File: src/hw/mipsPkg.sv
`default_nettype none

package mipsPkg;

	localparam int DataWidth = 32;
	localparam int RegAddrBits = 5;

	typedef enum logic [5:0] {
		OpRtype = 6'h00,
		OpBeq   = 6'h04,
		OpBne   = 6'h05,
		OpAddi  = 6'h08,
		OpAndi  = 6'h0c,
		OpOri   = 6'h0d,
		OpLw    = 6'h23,
		OpSw    = 6'h2b,
		OpHalt  = 6'h3f
	} opcode_e;

	typedef enum logic [5:0] {
		FuncAdd = 6'h20,
		FuncSub = 6'h22,
		FuncAnd = 6'h24,
		FuncOr  = 6'h25,
		FuncSlt = 6'h2a
	} func_e;

	typedef enum logic [2:0] {
		AluAdd,
		AluSub,
		AluAnd,
		AluOr,
		AluSlt
	} aluOp_e;

	typedef struct packed {
		opcode_e op;
		logic [RegAddrBits-1:0] rs;
		logic [RegAddrBits-1:0] rt;
		logic [RegAddrBits-1:0] rd;
		logic [4:0] sa;
		func_e func;
	} rType_t;

	typedef struct packed {
		opcode_e op;
		logic [RegAddrBits-1:0] rs;
		logic [RegAddrBits-1:0] rt;
		logic [15:0] imm16;
	} iType_t;

	// Same instruction word seen through either field layout
	typedef union packed {
		rType_t r;
		iType_t i;
	} instr_u;

	typedef struct packed {
		logic regWrite;
		logic memToReg;
		logic memWrite;
		logic aluSrc;
		logic regDst;
		logic zeroExt;
		logic branch;
		logic branchNe;
		logic halt;
		aluOp_e aluOp;
	} ctrl_t;

	typedef struct packed {
		ctrl_t ctrl;
		logic [DataWidth-1:0] rsData;
		logic [DataWidth-1:0] rtData;
		logic [DataWidth-1:0] imm;
		logic [RegAddrBits-1:0] rs;
		logic [RegAddrBits-1:0] rt;
		logic [RegAddrBits-1:0] rd;
	} idEx_t;

	typedef struct packed {
		ctrl_t ctrl;
		logic [DataWidth-1:0] aluResult;
		logic [DataWidth-1:0] storeData;
		logic [RegAddrBits-1:0] dest;
	} exMem_t;

	typedef struct packed {
		ctrl_t ctrl;
		logic [DataWidth-1:0] aluResult;
		logic [DataWidth-1:0] loadData;
		logic [RegAddrBits-1:0] dest;
	} memWb_t;

	// Forward select 2'b10 takes memory stage, 2'b01 takes writeback
	typedef struct packed {
		logic stallFetch;
		logic stallDecode;
		logic flushExecute;
		logic [1:0] fwdA;
		logic [1:0] fwdB;
		logic fwdDecA;
		logic fwdDecB;
	} hazard_t;

	typedef struct packed {
		logic cyc;
		logic stb;
		logic we;
		logic [11:0] adr;
		logic [DataWidth-1:0] dat;
	} wbReq_t;

	typedef struct packed {
		logic ack;
		logic [DataWidth-1:0] dat;
	} wbRsp_t;

	typedef struct packed {
		logic run;
		logic imemWe;
		logic dmemWe;
		logic [9:0] addr;
		logic [DataWidth-1:0] data;
		logic [RegAddrBits-1:0] regIdx;
	} debugBus_t;

	typedef struct packed {
		logic halted;
		logic retire;
		logic [DataWidth-1:0] imemData;
		logic [DataWidth-1:0] dmemData;
		logic [DataWidth-1:0] regData;
	} coreStatus_t;

	// Regions decoded from adr[11:10]
	localparam logic [1:0] RegionImem = 2'd0;
	localparam logic [1:0] RegionDmem = 2'd1;
	localparam logic [1:0] RegionRegs = 2'd2;
	localparam logic [1:0] RegionCtrl = 2'd3;

	// Word offsets in the control region
	localparam logic [9:0] CtrlRun     = 10'd0;
	localparam logic [9:0] CtrlStatus  = 10'd1;
	localparam logic [9:0] CtrlRetired = 10'd2;

endpackage

`default_nettype wire

File: src/hw/debugRegs.sv
`timescale 1ns/1ps
`default_nettype none

module debugRegs #(
	parameter int ImemAddrBits = 8,
	parameter int DmemAddrBits = 8
) (
	input  logic                   clk,
	input  logic                   rst,
	input  mipsPkg::wbReq_t        wbReq,
	output mipsPkg::wbRsp_t        wbRsp,
	output mipsPkg::debugBus_t     debug,
	input  mipsPkg::coreStatus_t   status,
	output logic                   halted
);

	logic [1:0] phase;
	logic ack, writeAck, runWrite, runQ, haltedQ, imemFits, dmemFits;
	logic [1:0] region;
	logic [9:0] offset;
	logic [mipsPkg::DataWidth-1:0] retired, readData;

	assign region = wbReq.adr[11:10];
	assign offset = wbReq.adr[9:0];
	assign imemFits = int'(offset) < (1 << ImemAddrBits);
	assign dmemFits = int'(offset) < (1 << DmemAddrBits);

	// Phase 1 gives the memories a cycle to read, ack in phase 2
	assign ack = phase == 2'd2;
	assign writeAck = ack && wbReq.we;
	assign runWrite = writeAck && region == mipsPkg::RegionCtrl && offset == mipsPkg::CtrlRun;

	always_ff @(posedge clk) begin
		if (rst) begin
			phase <= 2'd0;
		end else begin
			case (phase)
				2'd0: if (wbReq.cyc && wbReq.stb) phase <= 2'd1;
				2'd1: phase <= 2'd2;
				default: phase <= 2'd0;
			endcase
		end
	end

	always_ff @(posedge clk) begin
		if (rst) begin
			runQ <= 1'b0;
			haltedQ <= 1'b0;
			retired <= '0;
		end else if (runWrite) begin
			runQ <= wbReq.dat[0];
			if (wbReq.dat[0]) begin
				haltedQ <= 1'b0;
				retired <= '0;
			end
		end else if (runQ) begin
			if (status.retire)
				retired <= retired + 1'b1;
			if (status.halted) begin
				runQ <= 1'b0;
				haltedQ <= 1'b1;
			end
		end
	end

	always_comb begin
		debug.run = runQ;
		debug.imemWe = writeAck && !runQ && region == mipsPkg::RegionImem && imemFits;
		debug.dmemWe = writeAck && !runQ && region == mipsPkg::RegionDmem && dmemFits;
		debug.addr = offset;
		debug.data = wbReq.dat;
		debug.regIdx = wbReq.adr[mipsPkg::RegAddrBits-1:0];
	end

	// Memory windows read as zero while the core owns them
	always_comb begin
		readData = '0;
		case (region)
			mipsPkg::RegionImem: if (!runQ && imemFits) readData = status.imemData;
			mipsPkg::RegionDmem: if (!runQ && dmemFits) readData = status.dmemData;
			mipsPkg::RegionRegs: readData = status.regData;
			mipsPkg::RegionCtrl: begin
				case (offset)
					mipsPkg::CtrlRun:     readData = {31'b0, runQ};
					mipsPkg::CtrlStatus:  readData = {30'b0, runQ, haltedQ};
					mipsPkg::CtrlRetired: readData = retired;
					default: readData = '0;
				endcase
			end
			default: readData = '0;
		endcase
	end

	assign wbRsp.ack = ack;
	assign wbRsp.dat = readData;
	assign halted = haltedQ;

endmodule

`default_nettype wire

File: config.mk
export PLATFORM = sky130hd
export DESIGN_NAME = debugRegs
export DESIGN_NICKNAME = d
export VERILOG_FILES = /design/src/hw/mipsPkg.sv /design/src/hw/debugRegs.sv
export SDC_FILE = /design/constraint.sdc
export NUM_CORES = 1
export LEC_CHECK = 0
export ABC_AREA = 1
export ABC_CLOCK_PERIOD_IN_PS = 1900
export BUFFER_PORTS_ARGS = -buffer_cell sky130_fd_sc_hd__buf_4
export CAP_MARGIN = 20
export CELL_PAD_IN_SITES_DETAIL_PLACEMENT = 1
export CELL_PAD_IN_SITES_GLOBAL_PLACEMENT = 1
export CORE_MARGIN = 5
export CORE_UTILIZATION = 27
export DETAILED_ROUTE_END_ITERATION = 6
export PLACE_DENSITY_LB_ADDON = 0.15
export SETUP_SLACK_MARGIN = 0.2
export SLEW_MARGIN = 10
export SYNTH_ARGS = -nofsm -noshare
export SYNTH_HDL_FRONTEND = slang
export SYNTH_SLANG_ARGS = --single-unit
File: constraint.sdc
create_clock -name clk -period 1.9 [get_ports clk]
set_input_delay 0.095 -clock clk [delete_from_list [all_inputs] [get_ports clk]]
set_output_delay 0.095 -clock clk [all_outputs]
set_load 0.02 [all_outputs]
After elaboration in Yosys (flattened, before gate mapping)
Cells that the tools add are included.
Word-level totals
  output and inout bits: 84
  input port bits: 147
  logic and storage cells: 51
  register bits after elaboration: 36
Operators by class
  muxes and demuxes: 17
  $lt $le $gt $ge: 1
  reductions and logical operators: 19
  $add $sub $neg: 1
  equal/unequal tests: 9
Operators by type and width (count)
  32-bit two-way mux: 6
  32-bit one-hot mux with 4 select lines: 1
  32-bit one-hot mux with 3 select lines: 1
  32-bit by 1-bit adder with 32-bit output, second input constant: 1
  10-bit by 1-bit equality test with 1-bit output, second input constant: 1
  10-bit by 2-bit equality test with 1-bit output, second input constant: 1
  1-bit logical AND: 10
  10-bit zero test: 1
  10-bit by 9-bit < comparator with 1-bit output, second input constant: 1
  1-bit two-way mux: 7
  2-bit equality test, second input constant: 3
  3-bit AND reduction: 2
  2-bit nonzero test: 3
  2-bit by 1-bit equality test with 1-bit output, second input constant: 2
  2-bit zero test: 2
  2-bit inequality test, second input constant: 2
  2-bit one-hot mux with 2 select lines: 1
  2-bit two-way mux: 1
  1-bit zero test: 1

Logic depth before layout (Yosys ltp)
Gate-level depths: netlist (run 1).
  depth after elaboration: 6
  mapped depth: 11
  depth with buffers taken out: 10

Worst setup path after synthesis (run 1)
Ideal clock, no wire load.
  path kind: reg2reg
  start: reg retired[0] (netlist name)
  end: reg retired[18] (netlist name)
  data arrival time: 1.379 ns
  path buffers: 0
  clock period less this slack: 1.491 ns
  cell stages (with the launch flop): 9
  slack: 0.409 ns
  data required time: 1.787 ns
  library setup time: 0.113 ns
  cell sequence: dfxtp_1 > ha_1 > inv_1 > nor2_2 > nand3_2 > nor3_4 > nand2_1 > nor2_1 > nor2_1
Between the ends
  longest elaborated chain between the ends: 4
RTL lines
  start, declared: RTL line debugRegs.sv:21  | logic [mipsPkg::DataWidth-1:0] retired, readData;
  start signal, assigned: RTL line debugRegs.sv:58  | retired <= retired + 1'b1;
  32-bit by 1-bit adder with 32-bit output: RTL line debugRegs.sv:58
  32-bit two-way mux: RTL line debugRegs.sv:57  | if (status.retire)
  32-bit two-way mux: RTL line debugRegs.sv:56  | end else if (runQ) begin
  32-bit two-way mux: RTL line debugRegs.sv:50  | end else if (runWrite) begin
Every way passes these cells. The select of a mux whose other input is x is not followed.
A chain may end at the register's enable or synchronous reset.

==> results of run 1 <==
repair_timing:
item | in CTS | in global routing
cloned | 1 | 1
gates resized for setup | 11 | 27
endpoints found under the setup margin | 39 | 45
pin swaps | 2 | 8
setup buffers | 3 | 5
cells by family after synthesis:
group	Yosys count
buf+inv	136
flops	36
fa+ha+maj	1
simple gates	416
compound gates	24
xor+xnor	7
worst max-delay path, cell delays in order (launching register included):
cell     delay [ns]
dfxtp_2        0.35
nor3_4         0.13
nand2_1        0.14
inv_4          0.14
buf_12         0.15
nand2_1        0.07
nand4_1        0.12
buf_4          0.16
cell usage after synthesis (2+ instances only):
master and n:
a21oi_1 14, a22oi_1 2, buf_1 3, buf_2 7, buf_4 50, buf_6 3, clkbuf_1 11, dfxtp_1 36
inv_1 60, nand2_1 204, nand2_4 2, nand3_1 63, nand3_2 2, nand3b_1 8, nand4_1 43, nor2_1 71
nor2_2 6, nor2_4 2, nor3_1 9, o21ai_0 4, o21bai_1 2, xor2_1 7
sequential cells by signal, indices dropped and copies added (netlist names):
signal / count
retired: 32
phase: 2
halted: 1
runQ: 1
layout make-up:
class,count,area [um^2]
fill,1740,7940
multi-input combinational,448,2190
timing repair buffer,199,1600
sequential,36,739
inverter,62,244
tap,176,220
clock buffer,8,146
how the worst max path moves through the flow:
stage                     startpoint  slack, ns  depth (start not counted)     endpoint
final                           runQ       0.26                          7    wbRsp[24]
after global routing      retired[2]       0.20                          9  retired[30]
after CTS                 retired[1]       0.20                          9  retired[24]
after detailed placement  retired[0]       0.07                          9  retired[20]
after global placement    retired[0]       0.21                          9  retired[18]
after floorplan           retired[0]       0.41                          8  retired[18]
stage by stage:
step	cell area [um^2]	power, mW
final	5140	2.15
after global routing	5140	2.24
after CTS	4990	2.17
after detailed placement	4760	1.29
after global placement	4760	1.29
after floorplan	3560	1.08
power breakdown:
group / switching [mW] / internal, mW
registers: 0.00140 / 0.753
logic: 0.255 / 0.279
clock network: 0.334 / 0.524
total: 0.590 / 1.56
routing by layer:
layer / vias up / GRT usage
li1: 2203 / -
met1: 2081 / 0.263
met2: 155 / 0.319
met3: 23 / 0.0485
met4: 0 / 0.0568
met5: - / 0
==> summary.txt, run 1 <==
Synthesis
  • Post-synthesis adder-cell area fraction: 0.00351
  • Synth warnings: 0
  • Top post-synthesis cells by area: nand2_1 (22%), dfxtp_1 (20%), buf_4 (11%)
  • Largest family of logic cells by synthesized area: simple AND/OR/NAND/NOR gates
  • FF+latch count, synth: 36
  • Mux cell area share after synthesis: 0
  • Syn avg cell area: 5.74 um^2
  • Syn Inst Count: 620
  • Synth Area in XOR/XNOR: 0.0172
  • Post-synthesis compound-gate area fraction: 0.0376
  • Synth top area share: 0.215
  • Unique masters post-synth: 33
  • Post-Syn Nets: 768
  • Cell Area, Synth: 3560 um^2
  • Async S/R FF share, synth: 0
  • Main flop type after synthesis: dfxtp_1
  • Post-synth top area cell: nand2_1
  • Sequential area share after synthesis: 0.202
  • Simple-Gate Fraction of Synth Area: 0.534
  • Number of synthesized flops with an enable pin: 0

CTS
  • Longest Clk Path Bufs: 2
  • H-tree depth: 2
  • Cts-stage hold buffer count: 0
  • Inserted Clock Buffers: 5
  • Clk Latency, worst-skew pair: 0.29 ns
  • CTS sink cnt: 36
  • Clock-pin transition on the worst setup and hold timing paths: 0.06 ns
  • Root Buffer: clkbuf_16
  • CTS tree: yes

Cells and area
  • Fraction of layout cells with a size suffix above 1: 0.327
  • Most frequent cells in the layout: nand2_1 (204), buf_4 (191), nor2_1 (68), nand3_1 (63), inv_1 (56)
  • Ant diodes: 0
  • Most common cell after layout, fill and taps aside: nand2_1
  • Area grow syn2layout: 44.4%
  • Final net count: 900
  • Post-route insts no fill: 929
  • Final core occ: 0.393

Timing
  • Fmax: 0.611 GHz
  • Final Hold Slack: 0.0655 ns
  • Worst slew pin tran: 0.338 ns
  • Final Max Slew Viols: 0
  • Max-Slew Margin vs Limit: 0.772
  • Unrepaired setup endpoints after global routing: no
  • Final period utilization: 0.861
  • Finish-stage setup viols: 0
  • Hold Vio Cnt, Final: 0
  • Clock Skews: 0.00414 ns
  • TNS Setup: 0 ns
  • Final WS setup: 0.264 ns
  • Crit path time final: 1.64 ns

Place
  • I/O Buffers: 168
  • Setup WS pre-CTS: 0.0681 ns
  • GP Congestion: 0.850
  • Placed instance count: 911
  • Post-DP HPWL: 12.9 mm

Drt
  • Routed length on met1: 6.85 mm
  • DR vias: 4,462
  • Antenna-violating nets left: 0
  • Met2 WL: 7.52 mm
  • Pre-antenna DRT Iters: 4
  • Routed WL: 15.9 mm
  • DR top layer: met4
  • Avg WL per Cell: 17.1 um
  • DR iter-0 viols: 225
  • Via density: 4.80
  • Met3 wire len: 1.20 mm
  • Residual DRC: 0

Floorplan
  • Initial Util: 0.272
  • Row cnt: 42
  • Die area: 15,600 um^2
  • Io pins: 231
  • Core Region: 13,100 um^2
  • Die Width: 125 um
  • Die height: 125 um

Critical path
  • R2R Path End: retired[24]
  • Worst Path Required: 1.80 ns
  • R2R setup slack: 0.34 ns
  • WS Path Type: flip-flop to output port
  • Critical Path Sink Type: output port
  • Worst Setup Start Kind: flip-flop
  • Critical-path maximum fanout: 15
  • WP data arrival: 1.54 ns
  • Reg2Reg Depth: 9
  • Reg-to-reg startpoint: phase[0]

Global routing
  • Largest net degree at the start of global routing: 33
  • Grt ovf: 0
  • Vias in the first global route: 4,672
  • GRT Overall Usage: 0.198
  • Global-route wire length before repair: 25.2 mm
  • Antenna violations before repair: 0

Power
  • LEAKAGE: 2.31 nW
  • Pwr/cell area: 418 nW/um^2
  • Worst vdd ir: 0.280 mV

Run
  • Max_cap viols: 0

Hold path
  • Worst Hold End: phase[0]
  • Worst hold path depth: 3
  • Worst Hold Launch: wbReq[45]
  • Worst Hold Class: input port to flip-flop

Outcome
  • Status: finished clean
Power figures use the tool's default switching activity.
==> run 2, diff against run 1 <==
==> constraint.sdc (replaced) <==
create_clock -name clk -period 1.9 [get_ports clk]
set_input_delay 0.19 -clock clk [delete_from_list [all_inputs] [get_ports clk]]
set_output_delay 0.19 -clock clk [all_outputs]
set_load 0.02 [all_outputs]
==> run 2 against run 1 <==
  * Clock power up 43%
  * Critical path type unchanged
  * Flip-flop and latch count unchanged
  * Clock-buffer cell count down 3
  * Core utilization up 1.9 points
  * Wire length up 6.5%
  * Fmax down 6.7%
  * Worst hold slack better by 0.096 ns
==> summary.txt, run 2 (synthesis results as in run 1) <==
Place
  • Post-DP HPWL: 13.0 mm (+0.65%)
  • I/O Buffers: 168 (unchanged)
  • GP Congestion: 0.867 (+2.0%)

Critical path
  • Worst Setup SP: runQ
  • CP delay by family, top: simple AND/OR/NAND/NOR gates
  • Worst Path Required: 1.71 ns (-0.09 ns)
  • Worst Setup Start Kind: flip-flop
  • WP data arrival: 1.56 ns (+0.02 ns)
  • Reg-to-reg startpoint: phase[0]
  • Critical path buffers and inverters: 3 (unchanged)
  • WS Path Type: flip-flop to output port
  • Crit-path cells: nor3_4 > nand2_2 > clkinv_4 > buf_12 > nand2_1 > nand4_1 > buf_4
  • Critical Path Sink Type: output port
  • CP max stage delay: 0.34 ns (about the same)
  • Critical-path maximum fanout: 8 (-7)
  • CP max-delay cell: dfxtp_2

CTS
  • Root Buffer: clkbuf_16
  • H-tree depth: 2 (unchanged)
  • CTS tree: yes
  • Longest Clk Path Bufs: 2 (unchanged)
  • Clock-pin transition on the worst setup and hold timing paths: 0.05 ns (about the same)
  • Cts-stage hold buffer count: 0 (unchanged)
  • Inserted Clock Buffers: 5 (unchanged)
  • Clk Latency, worst-skew pair: 0.29 ns (about the same)
  • CTS sink cnt: 36 (unchanged)

Cells and area
  • Max FFs per register: 32 (unchanged)
  • Fraction of layout cells with a size suffix above 1: 0.345 (+0.0181)
  • Ant diodes: 0 (unchanged)
  • Most common cell after layout, fill and taps aside: nand2_1
  • Top reg by flops: retired
  • Area grow syn2layout: 51.5%
  • Final net count: 901 (+0.11%)
  • Biggest regs: retired x32, phase x2
  • Most frequent cells in the layout: nand2_1 (199), buf_4 (168), nor2_1 (66), nand3_1 (62), inv_1 (57)

Outcome
  • Status: finished clean

Global routing
  • Global-route wire length before repair: 25.9 mm (+3.0%)
  • Vias in the first global route: 4,941 (+5.8%)
  • Antenna violations before repair: 0 (unchanged)
  • Largest net degree at the start of global routing: 40 (+21%)
  • Grt ovf: 0 (unchanged)
  • GRT Overall Usage: 0.203 (+0.00473)

Drt
  • Avg WL per Cell: 18.2 um (+6.4%)
  • DR top layer: met4
  • Residual DRC: 0 (unchanged)
  • Pre-antenna DRT Iters: 5 (+1)
  • DR vias: 4,537 (+1.7%)
  • Met3 wire len: 1.09 mm (-9.0%)
  • Via density: 4.88 (+1.6%)
  • Routed length on met1: 7.01 mm (+2.4%)
  • DR iter-0 viols: 202 (-10%)
  • Antenna-violating nets left: 0 (unchanged)
  • Routed WL: 16.9 mm (+6.5%)
  • Met2 WL: 8.39 mm (+12%)

Timing
  • Final Max Slew Viols: 0 (unchanged)
  • Hold Vio Cnt, Final: 0 (unchanged)
  • Final period utilization: 0.923 (+0.0617)
  • Unrepaired setup endpoints after global routing: yes
  • Crit path time final: 1.75 ns (+0.117 ns)
  • Max-Slew Margin vs Limit: 0.744 (-0.0283)
  • Finish-stage setup viols: 0 (unchanged)
  • Worst slew pin tran: 0.380 ns (+0.0421 ns)
  • Clock Skews: 0.00772 ns (+0.00358 ns)
  • TNS Setup: 0 ns (unchanged)
  • Fmax: 0.570 GHz (-6.7%)

Floorplan
  • Initial Util: 0.272 (unchanged)
  • Core Region: 13,100 um^2 (unchanged)
  • Row cnt: 42 (unchanged)
  • Io pins: 231 (unchanged)
  • Die height: 125 um (unchanged)
  • Die area: 15,600 um^2 (unchanged)
  • Die Width: 125 um (unchanged)

Power
  • Pwr/cell area: 476 nW/um^2 (+14%)
  • Worst vdd ir: 0.461 mV (+65%)
  • LEAKAGE: 2.37 nW (+2.7%)
  • Design Power: 2.57 mW (+20%)

Run
  • Max_cap viols: 0 (unchanged)

Hold path
  • Worst Hold Class: input port to flip-flop
  • Worst Hold Launch: wbReq[45]
[run 2: changes by cell type in the layout (fill, tap and decap cells not counted), sizes merged]
cell,previous run,this run
inv,61,59
buf,198,196
clkinv,0,2
bufinv,0,3
[run 2: what timing repair did]
action | CTS | global route
cloned | 2 | 5
gates resized for setup | 12 | 55
buffers inserted | 6 | 3
pin swaps | 4 | 12
endpoints found under the setup margin | 48 | 54
[run 2: cell type report]
type	instances	area, um^2
repair buffers	200	1760
well taps	176	220
clock inverters	3	90.1
inverters	62	249
multi-input cells	448	2210
fillers	1690	7690
flip-flops and latches	36	738
clock buffers	5	125
[run 2: tightest hold or removal path, delay by kind of cell]
| family | cells | cell delay (ns) |
|---|---|---|
| AND/OR/NAND/NOR | 2 | 0.11 |
| buffers and inverters | 1 | 0.11 |
[run 2: power breakdown]
group / switching [mW] / internal, mW / total (mW)
Combinational: 0.271 / 0.304 / 0.575
Sequential: 0.00145 / 0.756 / 0.757
Clock: 0.348 / 0.886 / 1.23
Total: 0.621 / 1.95 / 2.57
[run 2: final timing paths]
check                      to  slack (ns)  cells after the start
setup / recovery    wbRsp[24]        0.15                      7
hold / removal       phase[0]        0.16                      3
setup reg to reg  retired[26]        0.29                     12
hold reg to reg      phase[1]        0.47                      1
[run 2: routing by layer]
| metal | global-route usage | vias to the layer above |
|---|---|---|
| met3 | 0.0506 | 29 |
| met2 | 0.356 | 143 |
| met4 | 0.0599 | 0 |
| met1 | 0.244 | 2156 |
| li1 | - | 2209 |
| met5 | 0 | - |
[run 2: stage by stage]
step                cell area (um^2)  worst slack, ns   util  hold WS [ns]  cells
finish                          5390            0.147  0.412         0.161    930
global placement                4730            0.134  0.362         0.380    906
CTS                             5090            0.159  0.389         0.158    922
detailed placement              4730           0.0733  0.362         0.380    906
global route                    5390           0.0895  0.412         0.159    930
floorplan                       3560            0.395      -         0.333    620
==> run 3, diff against run 2 <==
--- a/config.mk
+++ b/config.mk
@@ -11,8 +11,8 @@
 export CAP_MARGIN = 20
 export CELL_PAD_IN_SITES_DETAIL_PLACEMENT = 1
 export CELL_PAD_IN_SITES_GLOBAL_PLACEMENT = 1
-export CORE_MARGIN = 5
 export CORE_UTILIZATION = 27
+export CTS_BUF_LIST = sky130_fd_sc_hd__clkbuf_16
 export DETAILED_ROUTE_END_ITERATION = 6
 export PLACE_DENSITY_LB_ADDON = 0.15
 export SETUP_SLACK_MARGIN = 0.2
==> run 3 against run 2 <==
  * Non-clock buffer count increased by 3
  * Flip-flop and latch count did not move
  * Wire length decreased by 5.6%
  * Sequential share of layout area fell by 0.061 points
  * Highest routed layer unchanged
==> summary.txt, run 3 (synthesis results as in run 1) <==
Critical path
  • Critical Path Sink Type: output port
  • Crit-path cells: nor3_4 > nand2_1 > inv_2 > buf_12 > nand2_1 > nand4_1 > buf_6
  • Critical-path maximum fanout: 27 (+19)
  • Worst Setup Start Kind: flip-flop
  • Critical path depth in cells: 7 (unchanged)
  • CP max-delay cell: dfxtp_2
  • Reg2Reg Depth: 10 (-2)
  • Most used cell, CP: nand2_1
  • CP delay by family, top: simple AND/OR/NAND/NOR gates
  • WS Path Type: flip-flop to output port
  • Worst Path Required: 1.71 ns (about the same)
  • CP max stage delay: 0.34 ns (about the same)
  • Critical path buffers and inverters: 3 (unchanged)
  • WP data arrival: 1.48 ns (-0.08 ns)

Cells and area
  • Fraction of layout cells with a size suffix above 1: 0.341 (-0.00401)
  • Biggest regs: retired x32, phase x2
  • Layout filler cell count: 1,733 (+2.5%)
  • Ant diodes: 0 (unchanged)
  • Most frequent cells in the layout: nand2_1 (194), buf_4 (165), nor2_1 (66), nand3_1 (61), inv_1 (59)
  • Sequential cell area: 729 um^2 (-1.2%)
  • Max FFs per register: 32 (unchanged)
  • Most common cell after layout, fill and taps aside: nand2_1
  • Final net count: 904 (+0.33%)
  • Final instance area: 5350 um^2 (-0.74%)
  • Top reg by flops: retired
  • Multi-input gate area: 2230 um^2 (+0.85%)
  • Area grow syn2layout: 50.4%

Global routing
  • GR met3 Demand/Resource: 0.0402 (-0.0104)
  • Global-route wire length before repair: 24.4 mm (-5.9%)
  • Grt ovf: 0 (unchanged)
  • M1 GR Usage: 0.302 (+0.0586)
  • Vias in the first global route: 4,638 (-6.1%)
  • M2 GR Usage: 0.396 (+0.0397)
  • Largest net degree at the start of global routing: 37 (-7.5%)
  • Global route hottest layer: met2
  • Antenna violations before repair: 0 (unchanged)
  • GRT Overall Usage: 0.234 (+0.0312)

Drt
  • Pre-antenna DRT Iters: 4 (-1)
  • Antenna-violating nets left: 0 (unchanged)
  • Residual DRC: 0 (unchanged)
  • DR iter-0 viols: 141 (-30%)
  • DR vias: 4,486 (-1.1%)
  • Via density: 4.83 (-1.0%)
  • Routed WL: 16.0 mm (-5.6%)
  • Avg WL per Cell: 17.2 um (-5.5%)

Floorplan
  • Die Width: 117 um (-6.4%)
  • Die area: 13,700 um^2 (-12%)
  • Row cnt: 41 (-2.4%)
  • Die height: 117 um (-6.4%)
  • Initial Util: 0.280 (+0.00776)
  • Core Region: 12,700 um^2 (-2.8%)
  • Io pins: 231 (unchanged)

Timing
  • Worst slew pin tran: 0.363 ns (-0.0174 ns)
  • Crit path time final: 1.67 ns (-0.0785 ns)
  • Final period utilization: 0.881 (-0.0413)
  • Max-Slew Margin vs Limit: 0.756 (+0.0117)
  • Finish-stage setup viols: 0 (unchanged)
  • Clock Skews: 0.00487 ns (-0.00285 ns)
  • Fmax: 0.597 GHz (+4.7%)
  • Unrepaired setup endpoints after global routing: yes
  • Hold Vio Cnt, Final: 0 (unchanged)
  • TNS Setup: 0 ns (unchanged)
  • Final Max Slew Viols: 0 (unchanged)

CTS
  • CTS sink cnt: 36 (unchanged)
  • Inserted Clock Buffers: 5 (unchanged)
  • CTS tree: yes
  • H-tree depth: 2 (unchanged)
  • Clock-pin transition on the worst setup and hold timing paths: 0.06 ns (about the same)
  • Clk Latency, worst-skew pair: 0.29 ns (about the same)
  • Longest Clk Path Bufs: 2 (unchanged)
  • Root Buffer: clkbuf_16
  • Cts-stage hold buffer count: 0 (unchanged)

Hold path
  • Worst Hold Class: input port to flip-flop
  • Worst hold path depth: 3 (unchanged)

Outcome
  • Status: finished clean

Power
  • LEAKAGE: 2.38 nW (+0.22%)
  • Worst vdd ir: 0.236 mV (-49%)
  • Pwr/cell area: 401 nW/um^2 (-16%)

Place
  • GP Congestion: 0.825 (-4.8%)
  • Post-DP HPWL: 12.6 mm (-3.2%)
  • DP Area: 4780 um^2 (+0.95%)
  • I/O Buffers: 168 (unchanged)

Run
  • Max_cap viols: 0 (unchanged)
run 3: changes by cell type in the layout (fill, tap and decap cells not counted), moves of 3 or more:
cell       delta
nand2_1       -5
buf_4         -3
bufinv_16     -3
dfxtp_2       -7
buf_6         +5
dfxtp_1       +7
nand2_2       +5
buf_12        +3
run 3: layout make-up:
class                      count  area share
tap                          172      0.0402
multi-input combinational    448       0.416
clock inverter                 3     0.00210
sequential                    36       0.136
inverter                      62      0.0451
timing repair buffer         203       0.337
clock buffer                   5      0.0234
run 3: worst reg2reg max path, delay by kind of cell (launching register included):
kind | cells | cell delay, ns
and+or+nand+nor | 8 | 0.96
DFF | 1 | 0.32
buffers and inverters | 2 | 0.26
run 3: routing by layer:
metal | share of wire | up-vias
met5 | 0 | -
met2 | 0.48 | 121
li1 | - | 2221
met4 | 0.018 | 0
met1 | 0.45 | 2123
met3 | 0.049 | 21
run 3: stage by stage:
stage                     setup slack, ns  total power [mW]  hold slack, ns  utilization  instances
after CTS                           0.201              2.14           0.160        0.400        925
after global routing                0.156              2.23           0.170        0.421        929
after detailed placement            0.130              1.30           0.380        0.375        907
after global placement              0.176              1.29           0.380        0.375        907
final                               0.225              2.15           0.162        0.421        929
after floorplan                     0.395              1.08           0.333            -        620
run 3: final timing paths:
path	from	to	slack (ns)
worst max-delay path	runQ	wbRsp[18]	0.23
worst max register to register	phase[0]	retired[22]	0.31
worst min register to register	phase[1]	phase[1]	0.48
worst min-delay path	wbReq[46]	phase[0]	0.16
run 3: report_power, final:
part | switching [mW] | total (mW) | internal, mW
Clock | 0.337 | 0.809 | 0.473
Sequential | 0.00141 | 0.758 | 0.756
Combinational | 0.268 | 0.582 | 0.314
run 3: repair_timing:
action | in CTS | in global routing
setup buffers | 9 | 1
pin swaps | 5 | 19
gates resized for setup | 13 | 55
gates cloned | 1 | 3
endpoints found under the setup margin | 44 | 63
